### config.mk
export PLATFORM = sky130hd
export DESIGN_NAME = redundant_alu_top
export DESIGN_NICKNAME = d
export VERILOG_FILES = /design/src/source/redundancy_pkg.sv /design/src/source/stream_if.sv /design/src/source/stream_register.sv /design/src/source/time_dmr_start.sv /design/src/source/alu_pipeline.sv /design/src/source/time_dmr_end.sv /design/src/source/redundant_alu_top.sv
export VERILOG_INCLUDE_DIRS = /design/src /design/src/source
export SDC_FILE = /design/constraint.sdc
export NUM_CORES = 1
export LEC_CHECK = 0
export BUFFER_PORTS_ARGS = -buffer_cell sky130_fd_sc_hd__clkbuf_2
export CAP_MARGIN = 30
export CORE_AREA = 2 2 169 171
export DETAILED_ROUTE_END_ITERATION = 16
export DIE_AREA = 0 0 171 173
export HOLD_SLACK_MARGIN = 0.02
export PLACE_DENSITY = 0.79
export RECOVER_POWER = 100
export SETUP_SLACK_MARGIN = 0.15
export SLEW_MARGIN = 20
export SYNTH_ARGS = -nofsm -noshare
export SYNTH_HDL_FRONTEND = slang
export SYNTH_SLANG_ARGS = --single-unit
### constraint.sdc
create_clock -name clk_i -period 5.65 [get_ports clk_i]
set_clock_uncertainty 0.05 [all_clocks]
set_input_delay 0.2825 -clock clk_i [delete_from_list [all_inputs] [get_ports clk_i]]
set_output_delay 0.2825 -clock clk_i [all_outputs]
set_load 0.01 [all_outputs]
### src/source/redundancy_settings.svh
`ifndef REDUNDANCY_SETTINGS_SVH
`define REDUNDANCY_SETTINGS_SVH

// Width of each operand
`define RA_OPERAND_W 16

// Width of a result
// Wide enough for the full 16x16 product
`define RA_RESULT_W 32

// Copy ID width
// Results stay in order so two bits are plenty
`define RA_ID_W 2

// Register slices in the compute pipeline
`define RA_PIPE_DEPTH 2

`endif

### src/source/voters.svh
`ifndef VOTERS_SVH
`define VOTERS_SVH

// Bitwise majority of three replicas into one value
// Works on single bits and on packed vectors alike
`define VOTE3to1(vote_in, vote_out) \
    vote_out = ((vote_in[0] & vote_in[1]) | \
                (vote_in[0] & vote_in[2]) | \
                (vote_in[1] & vote_in[2]))

// Majority of three replicas written back to all three
`define VOTE3to3(vote_in, vote_out) \
    `VOTE3to1(vote_in, vote_out[0]); \
    `VOTE3to1(vote_in, vote_out[1]); \
    `VOTE3to1(vote_in, vote_out[2])

// Enum arrays are voted by comparison instead of bitwise
`define VOTE3to3ENUM(vote_in, vote_out) \
    vote_out[0] = ((vote_in[0] == vote_in[1]) || (vote_in[0] == vote_in[2])) ? \
                  vote_in[0] : vote_in[1]; \
    vote_out[1] = ((vote_in[0] == vote_in[1]) || (vote_in[0] == vote_in[2])) ? \
                  vote_in[0] : vote_in[1]; \
    vote_out[2] = ((vote_in[0] == vote_in[1]) || (vote_in[0] == vote_in[2])) ? \
                  vote_in[0] : vote_in[1]

`endif

### src/source/redundancy_pkg.sv
`include "redundancy_settings.svh"

package redundancy_pkg;

    // Operations of the arithmetic unit
    typedef enum logic [1:0] {
        OP_ADD = 2'd0,
        OP_SUB = 2'd1,
        OP_MUL = 2'd2,
        OP_XOR = 2'd3
    } alu_op_e;

    // Request from the start stage into the pipeline, 34 bits
    typedef struct packed {
        alu_op_e                  op;
        logic [`RA_OPERAND_W-1:0] a;
        logic [`RA_OPERAND_W-1:0] b;
    } alu_req_t;

    // Response from the pipeline into the end stage
    typedef struct packed {
        logic [`RA_RESULT_W-1:0] result;
    } alu_rsp_t;

    // Handshake states of the end stage
    typedef enum logic [1:0] {
        BASE,
        WAIT_FOR_READY,
        WAIT_FOR_VALID
    } dmr_state_e;

endpackage

### src/source/stream_if.sv
`include "redundancy_settings.svh"

// Valid/ready link with a typed payload and a copy ID
interface stream_if #(
    parameter type payload_t = logic
) ();

    // Held stable by the sender while valid is high and ready is low
    payload_t            payload;
    logic [`RA_ID_W-1:0] id;
    logic                valid;

    // Driven by the receiver
    logic                ready;

    modport sender (
        output payload,
        output id,
        output valid,
        input  ready
    );

    modport receiver (
        input  payload,
        input  id,
        input  valid,
        output ready
    );

endinterface

### src/source/stream_register.sv
`include "redundancy_settings.svh"

module stream_register #(
    parameter type payload_t = logic
) (
    input  logic       clk_i,
    input  logic       rst_ni,
    stream_if.receiver in,
    stream_if.sender   out
);

    logic                valid_q;
    payload_t            payload_q;
    logic [`RA_ID_W-1:0] id_q;

    // Free slot, or the held item leaves in this cycle
    assign in.ready = ~valid_q | out.ready;

    // Occupancy flag
    always_ff @(posedge clk_i or negedge rst_ni) begin : valid_ff
        if (!rst_ni) begin
            valid_q <= 1'b0;
        end else if (in.valid && in.ready) begin
            valid_q <= 1'b1;
        end else if (out.ready) begin
            valid_q <= 1'b0;
        end
    end

    // Payload and ID load on an input transfer only
    always_ff @(posedge clk_i) begin : payload_ff
        if (in.valid && in.ready) begin
            payload_q <= in.payload;
            id_q      <= in.id;
        end
    end

    assign out.valid   = valid_q;
    assign out.payload = payload_q;
    assign out.id      = id_q;

endmodule

### src/source/time_dmr_start.sv
`include "redundancy_settings.svh"

module time_dmr_start (
    input  logic                     clk_i,
    input  logic                     rst_ni,
    input  logic                     enable_i,
    input  redundancy_pkg::alu_op_e  op_i,
    input  logic [`RA_OPERAND_W-1:0] a_i,
    input  logic [`RA_OPERAND_W-1:0] b_i,
    input  logic                     valid_i,
    output logic                     ready_o,
    stream_if.sender                 out,
    output logic [`RA_ID_W-1:0]      next_id_o
);
    import redundancy_pkg::*;

    // Copy counter encoding
    localparam logic [1:0] COPY_IDLE   = 2'd0;
    localparam logic [1:0] COPY_FIRST  = 2'd1;
    localparam logic [1:0] COPY_SECOND = 2'd2;

    logic [1:0]          copy_d;
    logic [1:0]          copy_q;
    alu_req_t            req_q;
    logic [`RA_ID_W-1:0] id_q;
    logic [`RA_ID_W-1:0] next_id_q;
    logic                accept;
    logic                sent;

    // New work only while no copy is pending
    assign ready_o = (copy_q == COPY_IDLE);
    assign accept  = valid_i & ready_o;
    assign sent    = out.valid & out.ready;

    always_comb begin : copy_next_comb
        copy_d = copy_q;
        case (copy_q)
            COPY_IDLE: begin
                if (accept) begin
                    copy_d = COPY_FIRST;
                end
            end
            COPY_FIRST: begin
                // Bypass mode sends a single copy
                if (sent) begin
                    copy_d = enable_i ? COPY_SECOND : COPY_IDLE;
                end
            end
            COPY_SECOND: begin
                if (sent) begin
                    copy_d = COPY_IDLE;
                end
            end
            default: copy_d = COPY_IDLE;
        endcase
    end

    // Counter and ID source
    always_ff @(posedge clk_i or negedge rst_ni) begin : control_ff
        if (!rst_ni) begin
            copy_q    <= COPY_IDLE;
            next_id_q <= '0;
        end else begin
            copy_q <= copy_d;
            if (accept) begin
                next_id_q <= next_id_q + `RA_ID_W'(1);
            end
        end
    end

    // Latched operation, both copies share it and its ID
    always_ff @(posedge clk_i) begin : request_ff
        if (accept) begin
            req_q <= '{op: op_i, a: a_i, b: b_i};
            id_q  <= next_id_q;
        end
    end

    assign out.valid   = (copy_q != COPY_IDLE);
    assign out.payload = req_q;
    assign out.id      = id_q;

    // End stage clears its dedup entry for this ID ahead of reuse
    assign next_id_o = next_id_q;

endmodule

### src/source/alu_pipeline.sv
`include "redundancy_settings.svh"

module alu_pipeline (
    input  logic       clk_i,
    input  logic       rst_ni,
    input  logic       fault_inject_i,
    stream_if.receiver in,
    stream_if.sender   out
);
    import redundancy_pkg::*;

    ////////////////////////////////////////////////////////////
    // Arithmetic

    // Zero-extended operands, add and sub wrap at the result width
    function automatic alu_rsp_t evaluate(alu_req_t req);
        alu_rsp_t                rsp;
        logic [`RA_RESULT_W-1:0] a_ext;
        logic [`RA_RESULT_W-1:0] b_ext;
        a_ext = `RA_RESULT_W'(req.a);
        b_ext = `RA_RESULT_W'(req.b);
        case (req.op)
            OP_ADD:  rsp.result = a_ext + b_ext;
            OP_SUB:  rsp.result = a_ext - b_ext;
            OP_MUL:  rsp.result = a_ext * b_ext;
            OP_XOR:  rsp.result = a_ext ^ b_ext;
            default: rsp.result = '0;
        endcase
        return rsp;
    endfunction

    ////////////////////////////////////////////////////////////
    // Two register slices with the evaluation between them

    stream_if #(.payload_t(alu_req_t)) req_q ();
    stream_if #(.payload_t(alu_rsp_t)) rsp_d ();

    alu_rsp_t rsp_calc;

    stream_register #(.payload_t(alu_req_t)) req_slice_i (
        .clk_i  (clk_i),
        .rst_ni (rst_ni),
        .in     (in),
        .out    (req_q)
    );

    always_comb begin : evaluate_comb
        rsp_calc = evaluate(req_q.payload);
        // Fault hook flips bit 0 of the item entering the second slice
        rsp_calc.result[0] = rsp_calc.result[0] ^ fault_inject_i;
    end

    assign rsp_d.payload = rsp_calc;
    assign rsp_d.id      = req_q.id;
    assign rsp_d.valid   = req_q.valid;
    assign req_q.ready   = rsp_d.ready;

    stream_register #(.payload_t(alu_rsp_t)) rsp_slice_i (
        .clk_i  (clk_i),
        .rst_ni (rst_ni),
        .in     (rsp_d),
        .out    (out)
    );

endmodule

### src/source/time_dmr_end.sv
`include "redundancy_settings.svh"
`include "voters.svh"

module time_dmr_end (
    input  logic                    clk_i,
    input  logic                    rst_ni,
    input  logic                    enable_i,
    input  logic [`RA_ID_W-1:0]     next_id_i,
    stream_if.receiver              in,
    output logic [`RA_RESULT_W-1:0] result_o,
    output logic                    valid_o,
    input  logic                    ready_i,
    output logic                    needs_retry_o,
    output logic                    fault_detected_o
);
    import redundancy_pkg::*;

    localparam int ID_COUNT = 2 ** `RA_ID_W;

    ////////////////////////////////////////////////////////////
    // Last arrival

    alu_rsp_t            data_q;
    logic [`RA_ID_W-1:0] id_q;
    logic                in_ready;
    logic                arrive;

    // Arrivals only count while redundancy is on
    assign arrive   = in.valid & in_ready & enable_i;
    assign in.ready = in_ready;

    always_ff @(posedge clk_i) begin : data_storage_ff
        if (arrive) begin
            data_q <= in.payload;
        end
    end

    // Starts on the last ID so the first copy is never taken for a second one
    always_ff @(posedge clk_i or negedge rst_ni) begin : id_storage_ff
        if (!rst_ni) begin
            id_q <= '1;
        end else if (arrive) begin
            id_q <= in.id;
        end
    end

    ////////////////////////////////////////////////////////////
    // Same / not same over two arrivals

    logic [2:0] id_same_in;
    logic [2:0] data_same_in;
    logic [2:0] pair_done;
    logic [2:0] id_same_v;
    logic [2:0] id_same_d;
    logic [2:0] id_same_q;

    always_comb begin : compare_comb
        for (int r = 0; r < 3; r++) begin
            id_same_in[r]   = (in.id == id_q);
            data_same_in[r] = (in.payload == data_q);
            // Second copy of the stored item is at the input
            pair_done[r]    = in.valid & id_same_in[r];
            id_same_v[r]    = arrive ? id_same_in[r] : id_same_q[r];
        end
        `VOTE3to3(id_same_v, id_same_d);
    end

    ////////////////////////////////////////////////////////////
    // Handshake FSM, three replicas

    dmr_state_e state_v [3];
    dmr_state_e state_d [3];
    dmr_state_e state_q [3];

    always_comb begin : next_state_comb
        for (int r = 0; r < 3; r++) begin
            state_v[r] = state_q[r];
            if (!enable_i) begin
                // Re-enable starts on a fresh pair
                state_v[r] = WAIT_FOR_VALID;
            end else begin
                case (state_q[r])
                    WAIT_FOR_VALID: begin
                        if (in.valid) begin
                            state_v[r] = BASE;
                        end
                    end
                    BASE: begin
                        if (pair_done[r] && (ready_i || !data_same_in[r])) begin
                            state_v[r] = WAIT_FOR_VALID;
                        end else if (pair_done[r]) begin
                            state_v[r] = WAIT_FOR_READY;
                        end
                    end
                    WAIT_FOR_READY: begin
                        if (ready_i) begin
                            state_v[r] = WAIT_FOR_VALID;
                        end
                    end
                    default: state_v[r] = WAIT_FOR_VALID;
                endcase
            end
        end
        `VOTE3to3ENUM(state_v, state_d);
    end

    ////////////////////////////////////////////////////////////
    // Outputs and deduplication

    logic [2:0]                   valid_int;
    logic [2:0]                   valid_ov;
    logic [2:0]                   ready_ov;
    logic [2:0]                   retry_ov;
    logic [2:0][`RA_RESULT_W-1:0] result_ov;
    logic [2:0][ID_COUNT-1:0]     seen_v;
    logic [2:0][ID_COUNT-1:0]     seen_d;
    logic [2:0][ID_COUNT-1:0]     seen_q;

    always_comb begin : output_comb
        for (int r = 0; r < 3; r++) begin
            if (enable_i) begin
                case (state_q[r])
                    BASE: begin
                        valid_int[r] = pair_done[r] & data_same_in[r];
                        // Second copy stays at the input until downstream takes the result
                        ready_ov[r]  = ready_i | ~valid_int[r];
                        retry_ov[r]  = pair_done[r] & ~data_same_in[r];
                    end
                    WAIT_FOR_READY: begin
                        valid_int[r] = in.valid;
                        ready_ov[r]  = ready_i;
                        retry_ov[r]  = 1'b0;
                    end
                    default: begin
                        valid_int[r] = 1'b0;
                        ready_ov[r]  = 1'b1;
                        retry_ov[r]  = 1'b0;
                    end
                endcase
                valid_ov[r]  = valid_int[r] & ~seen_q[r][id_q];
                result_ov[r] = data_q.result;
            end else begin
                // Bypass straight through
                valid_int[r] = in.valid;
                valid_ov[r]  = in.valid;
                ready_ov[r]  = ready_i;
                retry_ov[r]  = 1'b0;
                result_ov[r] = in.payload.result;
            end
        end
        `VOTE3to1(ready_ov, in_ready);
        `VOTE3to1(valid_ov, valid_o);
        `VOTE3to1(retry_ov, needs_retry_o);
        `VOTE3to1(result_ov, result_o);
    end

    always_comb begin : seen_comb
        for (int r = 0; r < 3; r++) begin
            seen_v[r] = seen_q[r];
            // Entry about to be handed out again by the start stage
            seen_v[r][next_id_i] = 1'b0;
            if (enable_i && valid_int[r] && ready_i) begin
                seen_v[r][id_q] = 1'b1;
            end
        end
        `VOTE3to3(seen_v, seen_d);
    end

    ////////////////////////////////////////////////////////////
    // Fault flag

    logic [2:0] fault_v;
    logic       fault_d;
    logic       fault_q;

    // Neither this arrival nor the one before it closed a matching pair
    always_comb begin : fault_comb
        for (int r = 0; r < 3; r++) begin
            fault_v[r] = arrive & ~(id_same_in[r] & data_same_in[r]) & ~id_same_q[r];
        end
        `VOTE3to1(fault_v, fault_d);
    end

    always_ff @(posedge clk_i or negedge rst_ni) begin : state_ff
        if (!rst_ni) begin
            state_q   <= '{default: WAIT_FOR_VALID};
            id_same_q <= '1;
            seen_q    <= '0;
            fault_q   <= 1'b0;
        end else begin
            state_q   <= state_d;
            id_same_q <= id_same_d;
            seen_q    <= seen_d;
            fault_q   <= fault_d;
        end
    end

    // Rising edge only
    assign fault_detected_o = fault_d & ~fault_q;

endmodule

### src/source/redundant_alu_top.sv
`include "redundancy_settings.svh"

module redundant_alu_top (
    input  logic                     clk_i,
    input  logic                     rst_ni,
    input  logic                     enable_i,
    input  redundancy_pkg::alu_op_e  op_i,
    input  logic [`RA_OPERAND_W-1:0] a_i,
    input  logic [`RA_OPERAND_W-1:0] b_i,
    input  logic                     valid_i,
    output logic                     ready_o,
    input  logic                     fault_inject_i,
    output logic [`RA_RESULT_W-1:0]  result_o,
    output logic                     valid_o,
    input  logic                     ready_i,
    output logic                     needs_retry_o,
    output logic                     fault_detected_o
);
    import redundancy_pkg::*;

    // Direct ID link for deduplication
    logic [`RA_ID_W-1:0] next_id;

    stream_if #(.payload_t(alu_req_t)) start_to_alu ();
    stream_if #(.payload_t(alu_rsp_t)) alu_to_end ();

    time_dmr_start time_dmr_start_i (
        .clk_i     (clk_i),
        .rst_ni    (rst_ni),
        .enable_i  (enable_i),
        .op_i      (op_i),
        .a_i       (a_i),
        .b_i       (b_i),
        .valid_i   (valid_i),
        .ready_o   (ready_o),
        .out       (start_to_alu),
        .next_id_o (next_id)
    );

    alu_pipeline alu_pipeline_i (
        .clk_i          (clk_i),
        .rst_ni         (rst_ni),
        .fault_inject_i (fault_inject_i),
        .in             (start_to_alu),
        .out            (alu_to_end)
    );

    time_dmr_end time_dmr_end_i (
        .clk_i            (clk_i),
        .rst_ni           (rst_ni),
        .enable_i         (enable_i),
        .next_id_i        (next_id),
        .in               (alu_to_end),
        .result_o         (result_o),
        .valid_o          (valid_o),
        .ready_i          (ready_i),
        .needs_retry_o    (needs_retry_o),
        .fault_detected_o (fault_detected_o)
    );

endmodule

* After elaboration in Yosys (flattened, before gate mapping)
Index checks and enable logic that the tools add are counted.
W data, S select, Z words.
** Cells by class
- Mux-type cells :: 35
- Equality and inequality tests :: 15
- Add/subtract/negate cells :: 3
- $mul :: 1
- Bitwise logic cells :: 48
- Reductions and logical operators :: 17
- Order comparisons :: 4
** Operators by type and width (number)
- $pmux W32 S4 :: 1
- $or A32 B32 Y32 :: 2
- $and A32 B32 Y32 :: 1
- $eq A32 B32 Y1 :: 1
- $mul A16 B16 Y32 :: 1
- $mux W32 :: 1
- $and A1 B1 Y1 :: 20
- $mux W2 :: 9
- $add A16 B16 Y17 :: 1
- $sub A16 B16 Y17 :: 1
- $mux W1 :: 16
- $xor A16 B16 Y16 :: 1
- $or A4 B4 Y4 :: 3
- $pmux W2 S3 :: 2
- $not A1 Y1 :: 10
- $and A4 B4 Y4 :: 2
- $eq A2 B2 Y1 const B :: 4
- $logic_and A1 B1 Y1 :: 7
- $or A1 B1 Y1 :: 7
- $eq A2 B1 Y1 const B :: 3
- $logic_not A2 Y1 :: 3
- $lt A2 B3 Y1 const B :: 2
- $ne A3 B3 Y1 const B :: 2
- $reduce_and A3 Y1 :: 2
- 15 further kinds :: 21
** Word-level totals
- Output and inout bits :: 36
- Logic and storage cells :: 143
- Input port bits :: 40
- Register bits :: 154

* Depth between registers and ports, before layout
- Word-level depth :: 15
- Mapped depth :: 24
- Mapped depth without buffers :: 23

* Hierarchy
A second synthesis with hierarchy kept.
** Unflattened totals
- Cells, all modules :: 1634
- Area, all modules :: 16412.0 um^2
** Modules (own cells, without submodules)
- alu_pipeline :: cells an instance 1332, area each 10625.2 um^2, times used 1, sequential area each 0.0 um^2
- time_dmr_end :: cells an instance 173, area each 2314.7 um^2, times used 1, sequential area each 1216.2 um^2
- time_dmr_start :: cells an instance 51, area each 1262.5 um^2, times used 1, sequential area each 1181.1 um^2
- stream_register at alu_pipeline_i.req_slice_i :: cells an instance 40, area each 1134.8 um^2, times used 1, sequential area each 1106.1 um^2
- stream_register at alu_pipeline_i.rsp_slice_i :: cells an instance 38, area each 1074.8 um^2, times used 1, sequential area each 1046.0 um^2

* Least setup slack after synthesis
OpenSTA, ideal clock, no wires.
- Kind :: flip-flop to flip-flop
- Start :: register alu_pipeline_i.req_slice_i.payload_q (netlist bit alu_pipeline_i.req_slice_i.out.payload[1])
- End :: register alu_pipeline_i.rsp_slice_i.payload_q (netlist bit alu_pipeline_i.rsp_slice_i.out.payload[30]), data pin
- Arrival :: 5.682 ns
- Path slack :: -0.284 ns
- Clock period less this slack :: 5.934 ns
- Required time :: 5.397 ns
- Buffers on the path :: 1
- Setup time :: 0.203 ns
- Cell stages (with the launch flop) :: 22
- Path through :: edfxtp_1 clkbuf_1 nand2_1 fa_1 fa_1 fa_1 fa_1 inv_1 fa_1 inv_1 fa_1 inv_1 ha_1 a21oi_1 o21ai_0 a32o_1 a21oi_1 a31oi_1 nor2_1 o21ai_0 and3_1 a2111oi_1
** RTL lines
- from (decl) :: RTL line stream_register.sv:13 : payload_t payload_q;
- from (signal assigned) :: RTL line stream_register.sv:33 : payload_q <= in.payload;
- to (signal assigned) :: RTL line stream_register.sv:33
- to (decl) :: RTL line stream_register.sv:13

==> metrics.txt <==
status complete, but fails checks; failing checks capacitance limit, slew limit, setup timing; TritonCTS buffer count 17; Syn Std Cell Area roughly 0.016 mm2; Tmin final 5.92 ns; FP Rows 61; Die Span Y about 170 um; Worst Path Arrival approximately 6 ns; Overall Global Routing Usage between 20% and 30%; Starting Density about 58%; global route total overflow 0; critical path capture point type flop; Final WS setup -0.274 ns; M1 WL between 15000 and 20000 um; r2r setup slk -0.27 ns; syn_nets around 1900; Final ANT Viol Nets 0; Tcrit/Tclk final 105%; commonest non-fill, non-tap cell in the layout inv_1; I/O Buffers 75; DP HPWL 31300 um; die width 171 um; root buf cell clkbuf_16; RSZ-0062 raised after global routing true; DRC Markers 0; Hold WC Path Type in -> reg; FILL cells about 2000; first-pass GRT wire length 67000 um; clock buffer depth 2; Synth cell types 73; routed len/inst 19.1 um; Ys Warns 0; sequential element share of the synthesized area around 29%; setup TNS -2.80 ns; Critical Path RT 5.78 ns; n_diodes 0; Detailed Routing Iterations Pass 1 8; EDFF count, synth roughly 140; CTS clk-pin slew, worst paths 0.08 ns; Ports between 70 and 80; ys async rst share approximately 10%; die area between 0.02 and 0.03 mm2; DR iter-0 viols 996; Avg Inst Size Synth approximately 10 um2; top_reg_cell synth edfxtp_1; area delta synth->final 23.1%; routed wire length 42200 um; Max Clk Rate between 0.15 and 0.2 GHz; most frequent cells in the layout inv_1, fa_1, buf_4; Top Metal Used met4; Via density 5.61; Slew @ Worst Pin 2.51 ns; Fin. Hold Viols 0; synthesis-stage register bit count around 150; Max H-tree Level 4; Skew-Pair Late Insertion Delay approximately 0.45 ns; initial antenna violation count 0; via count about 12000; Crit Path Max Fanout 4; Core ar. 0.0276 mm2; vias in the first global route 13200; CTS tree done; gp weighted congestion 0.943; Final setup viols 16; Slew headroom -67.1%; routed wl met2 21300 um; clk sinks 154; Max-cap violations 4; CP Class reg -> reg; Max Slew Vio Count about 150; largest net degree at the start of global routing 44; DR WL met3 around 2500 um; Gate Count Post-Synth between 1500 and 2000; final net count around 2200; nature of the critical path startpoint flop; share of post-route cells with drive strength above 1 between 20% and 30%
cells in the mapped netlist (4+ instances only):
cell type  number  area share (%)
inv_1         281             6.6
fa_1          196              25
nand2_1       166             3.9
ha_1          140              11
edfxtp_1      138              26
and2_1         92             3.6
nor2_1         61             1.4
a21oi_1        54             1.7
clkbuf_1       48             1.1
xor2_1         40             2.2
mux2_2         35             2.5
o21ai_0        34             1.1
xnor2_1        21             1.2
a211oi_1       18            0.85
a21o_1         18            0.85
nand2b_1       15            0.59
nor4_1         13            0.51
dfrtp_1        12             1.9
nor3_1         12            0.38
o21ai_1        10            0.31
o21bai_1       10            0.47
nand3_1         9            0.28
nor2b_1         9            0.35
o211ai_1        9            0.42
mux2i_1         7            0.44
and3_1          6            0.24
o21a_1          6            0.28
buf_1           5            0.12
nand4_1         5            0.20
a31oi_1         4            0.16
dfstp_2         4            0.66
o221a_2         4            0.28
o31ai_1         4            0.19
o32ai_1         4            0.22
repair_timing:
action	4_1_cts	5_1_grt
gates cloned	0	0
pin swaps	72	50
gates resized for setup	65	72
hold buffers	36	0
hold endpoints to repair	51	0
setup endpoints to repair	20	22
buffers inserted	34	4
flip-flops by register name, summed over array words and instances, names as in the netlist:
name                                    cells
alu_pipeline_i.req_slice_i.out.id           2
alu_pipeline_i.req_slice_i.out.payload     34
alu_pipeline_i.req_slice_i.out.valid        1
alu_pipeline_i.rsp_slice_i.out.id           2
alu_pipeline_i.rsp_slice_i.out.payload     32
alu_pipeline_i.rsp_slice_i.out.valid        1
time_dmr_end_i.data_q                      32
time_dmr_end_i.fault_q                      1
time_dmr_end_i.id_q                         2
time_dmr_end_i.id_same_q                    1
time_dmr_end_i.seen_q                       4
time_dmr_end_i.state_q                      2
time_dmr_start_i.copy_q                     2
time_dmr_start_i.next_id_o                  2
time_dmr_start_i.out.id                     2
time_dmr_start_i.out.payload               34
path summary, 6_finish.rpt:
| check | end | start | cells after the start |
|---|---|---|---|
| max in group asynchronous | time_dmr_start_i.next_id_o[0] | rst_ni | 2 |
| min in group asynchronous | alu_pipeline_i.rsp_slice_i.out.valid | rst_ni | 2 |
| max reg2reg | alu_pipeline_i.rsp_slice_i.out.payload[22] | alu_pipeline_i.req_slice_i.out.payload[5] | 22 |
| max | alu_pipeline_i.rsp_slice_i.out.payload[22] | alu_pipeline_i.req_slice_i.out.payload[5] | 22 |
| min | time_dmr_start_i.copy_q[0] | valid_i | 3 |
| min reg2reg | alu_pipeline_i.req_slice_i.out.payload[21] | time_dmr_start_i.out.payload[21] | 0 |
cell type report:
class / count / area, um2 / share of cell area, %
timing repair buffer: 308 / 2280 / 11.6
sequential: 154 / 4550 / 23.2
inverter: 282 / 1060 / 5.39
clock inverter: 15 / 171 / 0.873
tap: 378 / 473 / 2.41
clock buffer: 17 / 425 / 2.17
multi-input combinational: 1054 / 10700 / 54.4
cells by family (layout without fill, tap and decap cells):
logic type / count (synthesis) / after routing / synth area share, %
AND/OR/NAND/NOR: 405 / 405 / 12.4
buffers and inverters: 340 / 622 / 8.12
adder cells (fa/ha/maj): 336 / 336 / 35.6
AO/OA/AOI/OAI: 209 / 209 / 8.99
flip-flops: 154 / 154 / 28.5
XOR/XNOR: 61 / 61 / 3.35
multiplexers: 43 / 43 / 3.05
worst max-delay path: stages, from the launching register on:
cell and delay [ns]:
edfxtp_1 0.43, buf_6 0.16, and2_1 0.15, fa_1 0.60, inv_2 0.06, fa_1 0.54
inv_2 0.05, fa_1 0.53, fa_1 0.43, fa_1 0.49, inv_1 0.05, fa_1 0.49
inv_2 0.04, ha_4 0.22, and3_4 0.19, a32o_2 0.29, a21oi_4 0.19, a31oi_4 0.13
buf_6 0.14, o21ai_2 0.10, nand2b_1 0.09, xnor2_1 0.13, o21ai_1 0.08
stage by stage:
| step | std cells | worst slack, ns | area (um2) | hold WS [ns] | utilization (%) |
|---|---|---|---|---|---|
| after CTS | 2204 | -0.211 | 19400 | 0.0621 | 70.2 |
| after global routing | 2208 | -0.436 | 19600 | 0.0725 | 71.0 |
| after floorplan | 1548 | -0.0157 | 16200 | -0.0631 | - |
| after global placement | 2102 | -0.256 | 18000 | 0.171 | 65.0 |
| final | 2208 | -0.274 | 19600 | 0.0717 | 71.0 |
| after detailed placement | 2102 | -0.317 | 18000 | 0.165 | 65.0 |
per-layer routing:
layer	up-vias	track usage (%)
li1	5595	-
met1	6135	35.5
met2	511	50.7
met3	149	4.83
met4	0	14.3
met5	-	0
Power is left out: the tool's default activity adds up to more than one toggle a clock period on the data nets, which glitch-free logic cannot reach.
